### src/hdl/icacheGeomPkg.sv
// Fixed cache geometry of four 32-bit words per line and two ways; the set count is a module parameter
package icacheGeomPkg;

  // Fetch address and instruction widths
  localparam int addrWidth = 32;
  localparam int wordBits = 32;

  // Line layout, four words per line
  localparam int lineWords = 4;
  localparam int offsetBits = 2;

  // Byte address bits below the word, always zero on the bus
  localparam int byteBits = 2;

  // Way identifier, also used as the LRU encoding.
  // An LRU bit names the way to be replaced next, so a cleared
  // LRU bit points at way2 and a set one at way1
  typedef enum logic {
    way2 = 1'b0,
    way1 = 1'b1
  } wayT;

endpackage

### src/hdl/icacheBusPkg.sv
// Bundles for the refill bus and the core fetch answer; bus addresses are always word aligned
package icacheBusPkg;

  // Request to the refill bus, one word per accepted cycle
  typedef struct packed {
    logic valid;
    logic [icacheGeomPkg::addrWidth-1:0] addr;
  } busReqT;

  // Response from the refill bus, data is taken when ready is high
  typedef struct packed {
    logic ready;
    logic [icacheGeomPkg::wordBits-1:0] data;
  } busRspT;

  // Answer to the core, instr is meaningful only with stall low
  typedef struct packed {
    logic stall;
    logic [icacheGeomPkg::wordBits-1:0] instr;
  } fetchRspT;

endpackage

### src/hdl/icacheController.sv
// Core must hold address and valid while stalled; enable may only change between fetches
`timescale 1ns/10ps

module icacheController #(
  parameter int setBits = 4,
  localparam int tagBits = icacheGeomPkg::addrWidth - setBits
                         - icacheGeomPkg::offsetBits - icacheGeomPkg::byteBits
) (
  input  logic clk,
  input  logic reset,
  input  logic enable,
  input  logic fetchValid,
  input  logic [icacheGeomPkg::offsetBits-1:0] wordOffset,
  input  logic [tagBits-1:0] tag,
  input  logic [tagBits-1:0] w1Tag,
  input  logic [tagBits-1:0] w2Tag,
  input  logic w1Valid,
  input  logic w2Valid,
  input  icacheGeomPkg::wayT lru,
  input  icacheBusPkg::busRspT busRsp,
  output icacheGeomPkg::wayT hitWay,
  output logic stall,
  output logic busValid,
  output logic [icacheGeomPkg::offsetBits-1:0] fillWord,
  output logic w1We,
  output logic w2We,
  output logic tagWe,
  output logic lruWe,
  output icacheGeomPkg::wayT lruNext,
  output logic bypassValid
);

  typedef enum logic [1:0] {
    READY,
    MEMREAD,
    NEXTINSTR
  } stateT;

  stateT state;
  stateT nextState;

  logic w1Hit;
  logic w2Hit;
  logic hit;
  logic accept;
  logic lastWord;
  logic bypassMode;
  logic curBypass;
  logic [icacheGeomPkg::offsetBits-1:0] counter;
  icacheGeomPkg::wayT victim;

  // Tag compare, a disabled cache never hits
  assign w1Hit = w1Valid & (tag == w1Tag);
  assign w2Hit = w2Valid & (tag == w2Tag);
  assign hit = enable & fetchValid & (w1Hit | w2Hit);

  // An invalid way is filled first, otherwise the LRU way
  always_comb begin
    if (w1Valid ^ w2Valid) begin
      victim = w1Valid ? icacheGeomPkg::way2 : icacheGeomPkg::way1;
    end else begin
      victim = lru;
    end
  end

  // Hit way while answering, victim way while refilling
  assign hitWay = hit ? (w1Hit ? icacheGeomPkg::way1 : icacheGeomPkg::way2) : victim;
  assign lruNext = (hitWay == icacheGeomPkg::way1) ? icacheGeomPkg::way2 : icacheGeomPkg::way1;

  // Mode is sampled from enable at the start of an access
  assign curBypass = (state == READY) ? ~enable : bypassMode;

  always_ff @(posedge clk or posedge reset) begin
    if (reset) begin
      bypassMode <= 1'b0;
    end else if (state == READY) begin
      bypassMode <= ~enable;
    end
  end

  assign busValid = ((state == READY) & fetchValid & ~hit) | (state == MEMREAD);
  assign accept = busValid & busRsp.ready;
  assign lastWord = counter == icacheGeomPkg::offsetBits'(icacheGeomPkg::lineWords - 1);

  always_ff @(posedge clk or posedge reset) begin
    if (reset) begin
      state <= READY;
    end else begin
      state <= nextState;
    end
  end

  always_comb begin
    nextState = state;
    case (state)
      READY: begin
        if (fetchValid & ~hit) begin
          // A bypass word taken right away skips MEMREAD
          nextState = (curBypass & busRsp.ready) ? NEXTINSTR : MEMREAD;
        end
      end
      MEMREAD: begin
        if (busRsp.ready & (bypassMode | lastWord)) begin
          nextState = NEXTINSTR;
        end
      end
      NEXTINSTR: nextState = READY;
      default: nextState = READY;
    endcase
  end

  // Burst counter, moves only on accepted words
  always_ff @(posedge clk or posedge reset) begin
    if (reset) begin
      counter <= '0;
    end else if (state == NEXTINSTR) begin
      counter <= '0;
    end else if (accept) begin
      counter <= counter + 1'b1;
    end
  end

  // Bypass fetches read the word the core asked for
  assign fillWord = curBypass ? wordOffset : counter;

  assign w1We = accept & ~curBypass & (victim == icacheGeomPkg::way1);
  assign w2We = accept & ~curBypass & (victim == icacheGeomPkg::way2);

  // Tag, valid and LRU land together once the line is complete
  assign tagWe = (state == NEXTINSTR) & ~bypassMode;
  assign lruWe = hit | tagWe;

  assign bypassValid = (state == NEXTINSTR) & bypassMode;

  // Refill keeps the core waiting through NEXTINSTR, bypass answers there
  always_comb begin
    case (state)
      READY: stall = fetchValid & ~hit;
      MEMREAD: stall = 1'b1;
      NEXTINSTR: stall = ~bypassMode;
      default: stall = 1'b1;
    endcase
  end

endmodule

### src/hdl/icacheTagArray.sv
// Tags have no reset and are only meaningful behind a set valid bit; reads are combinational
`timescale 1ns/10ps

module icacheTagArray #(
  parameter int setBits = 4,
  localparam int tagBits = icacheGeomPkg::addrWidth - setBits
                         - icacheGeomPkg::offsetBits - icacheGeomPkg::byteBits
) (
  input  logic clk,
  input  logic reset,
  input  logic [setBits-1:0] setIndex,
  input  logic tagWe,
  input  logic lruWe,
  input  icacheGeomPkg::wayT fillWay,
  input  logic [tagBits-1:0] fillTag,
  input  icacheGeomPkg::wayT lruNext,
  output logic [tagBits-1:0] w1Tag,
  output logic [tagBits-1:0] w2Tag,
  output logic w1Valid,
  output logic w2Valid,
  output icacheGeomPkg::wayT lru
);

  localparam int numSets = 2 ** setBits;

  logic [tagBits-1:0] w1Tags [numSets];
  logic [tagBits-1:0] w2Tags [numSets];
  logic [numSets-1:0] w1Valids;
  logic [numSets-1:0] w2Valids;
  logic [numSets-1:0] lruBits;

  logic fillW1;

  assign fillW1 = fillWay == icacheGeomPkg::way1;

  // Tag storage
  always_ff @(posedge clk) begin
    if (tagWe) begin
      if (fillW1) begin
        w1Tags[setIndex] <= fillTag;
      end else begin
        w2Tags[setIndex] <= fillTag;
      end
    end
  end

  // Valid bits come up with the tag of the filled way
  always_ff @(posedge clk or posedge reset) begin
    if (reset) begin
      w1Valids <= '0;
      w2Valids <= '0;
    end else if (tagWe) begin
      if (fillW1) begin
        w1Valids[setIndex] <= 1'b1;
      end else begin
        w2Valids[setIndex] <= 1'b1;
      end
    end
  end

  // One LRU bit per set, cleared to way2
  always_ff @(posedge clk or posedge reset) begin
    if (reset) begin
      lruBits <= '0;
    end else if (lruWe) begin
      lruBits[setIndex] <= lruNext;
    end
  end

  assign w1Tag = w1Tags[setIndex];
  assign w2Tag = w2Tags[setIndex];
  assign w1Valid = w1Valids[setIndex];
  assign w2Valid = w2Valids[setIndex];
  assign lru = icacheGeomPkg::wayT'(lruBits[setIndex]);

endmodule

### src/hdl/icacheDataArray.sv
// Line storage has no reset; a word is only read after its line was filled and tagged valid
`timescale 1ns/10ps

module icacheDataArray #(
  parameter int setBits = 4
) (
  input  logic clk,
  input  logic [setBits-1:0] setIndex,
  input  logic [icacheGeomPkg::offsetBits-1:0] readWord,
  input  logic [icacheGeomPkg::offsetBits-1:0] fillWord,
  input  logic w1We,
  input  logic w2We,
  input  logic [icacheGeomPkg::wordBits-1:0] fillData,
  input  icacheGeomPkg::wayT readWay,
  output logic [icacheGeomPkg::wordBits-1:0] instr
);

  localparam int depth = (2 ** setBits) * icacheGeomPkg::lineWords;

  logic [icacheGeomPkg::wordBits-1:0] w1Mem [depth];
  logic [icacheGeomPkg::wordBits-1:0] w2Mem [depth];

  logic [setBits+icacheGeomPkg::offsetBits-1:0] wrIndex;
  logic [setBits+icacheGeomPkg::offsetBits-1:0] rdIndex;

  // Words of a line sit next to each other
  assign wrIndex = {setIndex, fillWord};
  assign rdIndex = {setIndex, readWord};

  // One refill word per accepted bus cycle
  always_ff @(posedge clk) begin
    if (w1We) begin
      w1Mem[wrIndex] <= fillData;
    end
    if (w2We) begin
      w2Mem[wrIndex] <= fillData;
    end
  end

  assign instr = (readWay == icacheGeomPkg::way1) ? w1Mem[rdIndex] : w2Mem[rdIndex];

endmodule

### src/hdl/icacheTop.sv
// Read-only cache; no writes, flush or bus errors, and the bus must accept word-aligned bursts
`timescale 1ns/10ps

module icacheTop #(
  parameter int setBits = 4
) (
  input  logic clk,
  input  logic reset,
  input  logic enable,
  input  logic fetchValid,
  input  logic [icacheGeomPkg::addrWidth-1:0] fetchAddr,
  input  icacheBusPkg::busRspT busRsp,
  output icacheBusPkg::fetchRspT fetchRsp,
  output icacheBusPkg::busReqT busReq
);

  localparam int lowBits = icacheGeomPkg::offsetBits + icacheGeomPkg::byteBits;
  localparam int tagBits = icacheGeomPkg::addrWidth - setBits - lowBits;

  logic [tagBits-1:0] tag;
  logic [setBits-1:0] setIndex;
  logic [icacheGeomPkg::offsetBits-1:0] wordOffset;

  logic [tagBits-1:0] w1Tag;
  logic [tagBits-1:0] w2Tag;
  logic w1Valid;
  logic w2Valid;
  icacheGeomPkg::wayT lru;
  icacheGeomPkg::wayT hitWay;
  icacheGeomPkg::wayT lruNext;

  logic stall;
  logic busValid;
  logic [icacheGeomPkg::offsetBits-1:0] fillWord;
  logic w1We;
  logic w2We;
  logic tagWe;
  logic lruWe;
  logic bypassValid;

  logic [icacheGeomPkg::wordBits-1:0] arrayInstr;
  logic [icacheGeomPkg::wordBits-1:0] bypassData;

  // Address split
  assign tag = fetchAddr[icacheGeomPkg::addrWidth-1 -: tagBits];
  assign setIndex = fetchAddr[lowBits +: setBits];
  assign wordOffset = fetchAddr[icacheGeomPkg::byteBits +: icacheGeomPkg::offsetBits];

  icacheController #(.setBits(setBits)) controller (
    .clk, .reset, .enable, .fetchValid, .wordOffset, .tag,
    .w1Tag, .w2Tag, .w1Valid, .w2Valid, .lru, .busRsp,
    .hitWay, .stall, .busValid, .fillWord,
    .w1We, .w2We, .tagWe, .lruWe, .lruNext, .bypassValid
  );

  icacheTagArray #(.setBits(setBits)) tagArray (
    .clk, .reset, .setIndex, .tagWe, .lruWe,
    .fillWay(hitWay), .fillTag(tag), .lruNext,
    .w1Tag, .w2Tag, .w1Valid, .w2Valid, .lru
  );

  icacheDataArray #(.setBits(setBits)) dataArray (
    .clk, .setIndex, .readWord(wordOffset), .fillWord,
    .w1We, .w2We, .fillData(busRsp.data), .readWay(hitWay),
    .instr(arrayInstr)
  );

  // Line base plus burst word, or the fetched word itself when bypassing
  assign busReq.valid = busValid;
  assign busReq.addr = {fetchAddr[icacheGeomPkg::addrWidth-1:lowBits], fillWord,
                        icacheGeomPkg::byteBits'(0)};

  // Last accepted bus word, the answer of a bypass fetch
  always_ff @(posedge clk) begin
    if (busValid & busRsp.ready) begin
      bypassData <= busRsp.data;
    end
  end

  assign fetchRsp.stall = stall;
  assign fetchRsp.instr = bypassValid ? bypassData : arrayInstr;

endmodule

### config.mk
export PLATFORM = sky130hd
export DESIGN_NAME = icacheTop
export DESIGN_NICKNAME = d
export VERILOG_FILES = /design/src/hdl/icacheGeomPkg.sv /design/src/hdl/icacheBusPkg.sv /design/src/hdl/icacheController.sv /design/src/hdl/icacheTagArray.sv /design/src/hdl/icacheDataArray.sv /design/src/hdl/icacheTop.sv
export SDC_FILE = /design/constraint.sdc
export NUM_CORES = 2
export LEC_CHECK = 0
export ABC_CLOCK_PERIOD_IN_PS = 7600
export BUFFER_PORTS_ARGS = -buffer_cell sky130_fd_sc_hd__buf_2
export CAP_MARGIN = 20
export CORE_MARGIN = 8
export CORE_UTILIZATION = 63
export DETAILED_ROUTE_END_ITERATION = 12
export PLACE_DENSITY = 0.76
export SLEW_MARGIN = 20
export SYNTH_ARGS = -nofsm -noshare
export SYNTH_HDL_FRONTEND = slang
export SYNTH_MEMORY_MAX_BITS = 65536
export SYNTH_SLANG_ARGS = --single-unit
### constraint.sdc
create_clock -name clk -period 7.6 [get_ports clk]
set_input_delay 0.38 -clock clk [delete_from_list [all_inputs] [get_ports clk]]
set_output_delay 0.38 -clock clk [all_outputs]
set_load 0.02 [all_outputs]
======== Yosys cells after proc, flatten, opt, wreduce, memory -nomap -nowiden ========
Memories as Yosys holds them, arrays and structs flattened.
Index checks and enable logic that the tools add are counted.
cells by class
  $lt $le $gt $ge ......................... 2
  multipliers ............................. 0
  divide/modulo/power cells ............... 0
  muxes and demuxes ....................... 34
  bitwise operators ....................... 28
  reductions and logical operators ........ 6
  shift-type cells ........................ 0
  add/sub/neg operators ................... 1
  equal/unequal tests ..................... 7
operators with widths
  cell                                                                    number
  32-bit 2-to-1 mux                                                       2
  24-bit == test                                                          2
  16-bit bitwise OR                                                       2
  1-bit 2-to-1 mux                                                        19
  16-bit bitwise mux                                                      1
  1-bit AND                                                               15
  1-bit binary-select mux with 4-bit select                               3
  2-bit 2-to-1 mux                                                        6
  1-bit NOT                                                               6
  2-bit AND reduction                                                     3
  4-bit by 5-bit < comparator with 1-bit output (second input constant)   1
  1-bit demux with 4-bit select                                           1
  2-bit == test (second input constant)                                   2
  4-bit by 1-bit >= comparator with 1-bit output (second input constant)  1
  2-bit inequality test (second input constant)                           2
  1-bit bitwise OR                                                        4
  2-bit case mux with 2 select lines                                      1
  2-bit by 1-bit adder with 2-bit output (second input constant)          1
  2-bit by 1-bit == test with 1-bit output (second input constant)        1
  2-bit zero test                                                         1
  1-bit case mux with 2 select lines                                      1
  2-bit nonzero test                                                      1
  1-bit logical AND                                                       1
  1-bit bitwise XOR                                                       1
word-level totals
  register bits ........................... 85
  logic and storage cells ................. 89
  input port bits ......................... 69
  bits in latches ......................... 0
  RAM bits ................................ 4864
  memories kept ........................... 4
  bits in read-only memories .............. 0
  output and inout port bits .............. 66
memory list
  name             words  width  rd ports  clocked after memory_dff  write ports  RTL line               RTL
  dataArray.w1Mem  64     32     1         0                         1            icacheDataArray.sv:20  logic [icacheGeomPkg::wordBits-1:0] w1Mem [depth];
  dataArray.w2Mem  64     32     1         0                         1            icacheDataArray.sv:21  logic [icacheGeomPkg::wordBits-1:0] w2Mem [depth];
  tagArray.w1Tags  16     24     1         0                         1            icacheTagArray.sv:26   logic [tagBits-1:0] w1Tags [numSets];
  tagArray.w2Tags  16     24     1         0                         1            icacheTagArray.sv:27   logic [tagBits-1:0] w2Tags [numSets];

======== Logic depth before layout (Yosys ltp) ========
  depth in word-level cells ............... 13
  gate-level depth with buffers ........... 17
  mapped depth without buffers ............ 9

======== Modules after synthesis ========
A second synthesis with hierarchy kept.
unflattened totals
  cells, all modules ...................... 8455
  area, all modules ....................... 191044.5 um^2
modules (own cells, without submodules)
  module            instances  cells an instance  area each (um^2)  sequential area each (um^2)
  icacheDataArray   1          6834               157203.3          122998.0
  icacheTagArray    1          1369               30982.2           24263.3
  icacheTop         1          102                1755.4            960.9
  icacheController  1          150                1103.6            125.1

======== Worst setup path before layout ========
Ideal clock, no wire load.
  path kind ............................... input to register
  from .................................... in fetchAddr[2] in the netlist's numbering
  to ...................................... mem dataArray.w1Mem[61][0] in the netlist's numbering (enable)
  arrival time ............................ 6.114 ns
  buffers on the path ..................... 9
  data required time ...................... 7.099 ns
  slack ................................... 0.985 ns
  setup time .............................. 0.501 ns
  cell stages on the path ................. 13
  cells stage by stage .................... buf_2 -> buf_4 -> buf_4 -> buf_4 -> buf_4 -> buf_4 -> buf_4 -> buf_2 -> mux2i_1 -> inv_1 -> nand3_1 -> clkbuf_1 -> nor4_1
RTL lines
  item         RTL line               RTL
  from (decl)  icacheTop.sv:11        input logic [icacheGeomPkg::addrWidth-1:0] fetchAddr,
  to (decl)    icacheDataArray.sv:20

==> results.cfg <==
[status]
status = complete, but fails checks
failed_checks = capacitance limit, slew limit

[setup_path]
setup.worst_path.end_class = output port
criticalPathCategory = input port to output port
arrival_ns = 6.18
cp_max_fo = 23
startpoint_type = input port
cp.required_ns = 7.22

[drt]
routed.top_layer = met5
num_vias = 96058
dr_wl_met3_mm = 76.74
routedWlPerCell_um = 40.31
drtIter0Drc = 17776
wirelength_met1_mm = 174.5
drc = 0
avgViaCountPerCell = 7.332
met2_length_mm = 247.6
first_pass_iters = 8
ant_nets = 0
totalWireLength_mm = 528.1

[yosys]
yosys-top-cells-count = edfxtp_1 (4,896), mux4_2 (1,413), mux2i_1 (196)
yosysSeqAreaShare_pct = 77.41
synth_area_leaders = edfxtp_1 (77%), mux4_2 (17%), mux2i_1 (1.0%)
netlist.top_cell.by_area = edfxtp_1
yosysMostFrequentCell = edfxtp_1
async_flop_share_pct = 1.071
synthCells = 8152
synth_cell_type_count = 88
synth_edf_count = 4896
synth-xor-area-share_pct = 0.1965
yosysTopAreaCellShare_pct = 76.72
synth_top_family_by_area = multiplexers
muxShareOfSynthArea_pct = 17.80
yosys.area_share.simple_pct = 1.305
synth-compound-area-share_pct = 1.794
yosys_warnings = 0
synth_area_per_cell_sq_um = 23.51
synth_ff_type = edfxtp_1
yosys_register_bits = 4949
syn-cell-area_sq_um = 191600
synthAdderAreaFrac_pct = 0.006529

[global_routing]
antenna_found_initial = 59
grt_max_degree = 122
grt_first_pass_wirelength_mm = 734.0
overflow = 0
track_usage_pct = 32.37
grt_pass1_vias = 96704

[place]
dpl.cell_count = 12163
dpl_cell_area_sq_um = 199300
dp_slack_ns = 1.182
post-dp-hpwl_mm = 285.2
routabilityCongestion = 0.8925
io_buffers = 130

[clock_tree]
hold_buffers = 49
cts_tree = done
clock_latency_ns = 1.00
htree_levels = 5
cts.repair.resized = 0
root_buffer = clkbuf_16
clockBufferDepth = 4
path_clk_slew_ns = 0.06
cts.sinks = 4949
cts_setup_buffers = 0
numCtsBuffers = 468

[floorplanning]
fp.coreArea_sq_um = 302800
start_util_pct = 63.29
die_area_sq_um = 322100
std_cell_rows = 202
pin_count = 135
die_h_um = 567.5
fp.dieW_um = 567.5

[sta]
rsz0062_at_grt = no
worst_pin_slew_ns = 1.562
setup_viol = 0
post-route-period-util_pct = 86.30
hold_violations = 0
fin_crit_ns = 6.559
skew_ns = 0.09587
slew_headroom_pct = -5.259
fin_setup_tns_ns = 0
slew_violations = 3
worst_slack_ns = 1.041
fmax_mhz = 152.5

[hold_path]
hold_path_class = input port to flop

[run]
maxCapViolations = 1

[cells_and_area]
area_delta_synth_final_pct = 12.11
post-route-util_pct = 70.96
final_cells = 13101
drive_above_1_share_pct = 31.09
final_area_sq_um = 214800
fill_cells = 16640
nets = 8777

[pwr]
ir_drop_uv = 300.9
leakage_uw = 0.06740
power.density_nw_per_um2 = 272.9
## state kept, by name, indices dropped and copies added (netlist names), 16 cells and up
signal             flops
tagArray.w1Valids     16
bypassData            32
tagArray.w2Valids     16
tagArray.lruBits      16
dataArray.w1Mem     2048
tagArray.w2Tags      384
dataArray.w2Mem     2048
tagArray.w1Tags      384
## layout make-up
type | count | area [sq um] | share of cell area (%)
Sequential cell | 4949 | 148300 | 69.05
Inverter | 30 | 120.1 | 0.05591
Clock inverter | 284 | 2724 | 1.268
Multi-Input combinational cell | 2661 | 41460 | 19.30
Clock buffer | 579 | 12210 | 5.684
Antenna cell | 23 | 57.56 | 0.02679
Timing Repair Buffer | 597 | 4947 | 2.303
Tap cell | 3978 | 4977 | 2.317
## where the power goes
| part | internal [uW] | total (uW) | switching (uW) |
|---|---|---|---|
| sequential | 30200 | 30300 | 104 |
| clock | 12800 | 23000 | 10200 |
| combinational | 1510 | 5320 | 3810 |
| total | 44500 | 58600 | 14100 |
## layout by cell type, fill, tap and decap left out, drive strengths merged, types with 23 or more instances in the layout
cell type | Yosys | routed
a22oi | 68 | 68
dfrtp | 53 | 53
dlygate4sd3 | 0 | 49
nand2 | 140 | 140
a21o | 24 | 24
buf | 341 | 547
xnor2 | 30 | 30
nand3 | 23 | 23
clkbuf | 172 | 580
clkinv | 1 | 228
o21ai | 77 | 77
a21oi | 69 | 69
bufinv | 0 | 40
nor3 | 38 | 38
a221oi | 31 | 31
inv | 29 | 35
nor4 | 134 | 134
mux4 | 1413 | 1413
edfxtp | 4896 | 4896
nor2 | 91 | 91
o211ai | 25 | 25
mux2 | 29 | 29
diode | 0 | 23
mux2i | 196 | 196
o22ai | 28 | 28
## cell families after synthesis
kind of cell | count (synthesis)
XOR/XNOR | 43
AO/OA/AOI/OAI | 481
flip-flops | 4949
other | 1
AND/OR/NAND/NOR | 496
multiplexers | 1638
adder cells (fa/ha/maj) | 1
buffers and inverters | 543
## worst max-delay path, stage by stage
cell	delay (ns)
dlygate4sd3_1	0.52
buf_2	0.42
clkinv_1	0.71
a221o_1	0.51
o31a_1	0.30
a2111oi_0	0.76
nand4_1	0.39
o21ai_4	0.54
nand2_4	0.35
a31oi_1	0.94
buf_2	0.33
## metal layers
metal | global-route usage [%] | vias to the layer above
li1 | - | 36269
met4 | 14.37 | 34
met1 | 43.14 | 50163
met2 | 50.30 | 8084
met5 | 0 | -
met3 | 9.856 | 1508
## per-stage QoR
step / power (uW) / hold slack (ns)
after floorplan: 33420 / 0.4226
after global placement: 35770 / 0.4317
after detailed placement: 35900 / 0.4411
after CTS: 58460 / 0.002335
after global routing: 59730 / 0.009454
final: 58630 / 0.02590
## path summary, 6_finish.rpt
path,start,cells past startpoint,slack (ns),to
setup reg to reg,tagArray.w2Tags[15][6]$_DFFE_PP_,10,2.07,dataArray.w1Mem[48][21]$_DFFE_PP_
min in group asynchronous,reset,3,0.24,controller.state[1]$_DFFE_PP0P_
hold / removal,fetchAddr[16],1,0.03,tagArray.w1Tags[4][8]$_DFFE_PP_
max in group asynchronous,reset,3,6.77,tagArray.w1Valids[3]$_DFFE_PP0P_
setup / recovery,fetchAddr[31],11,1.04,fetchRsp[26]
hold reg to reg,tagArray.w1Valids[8]$_DFFE_PP0P_,1,0.46,tagArray.w1Valids[8]$_DFFE_PP0P_
No activity file was read; power rests on OpenSTA's default activity.
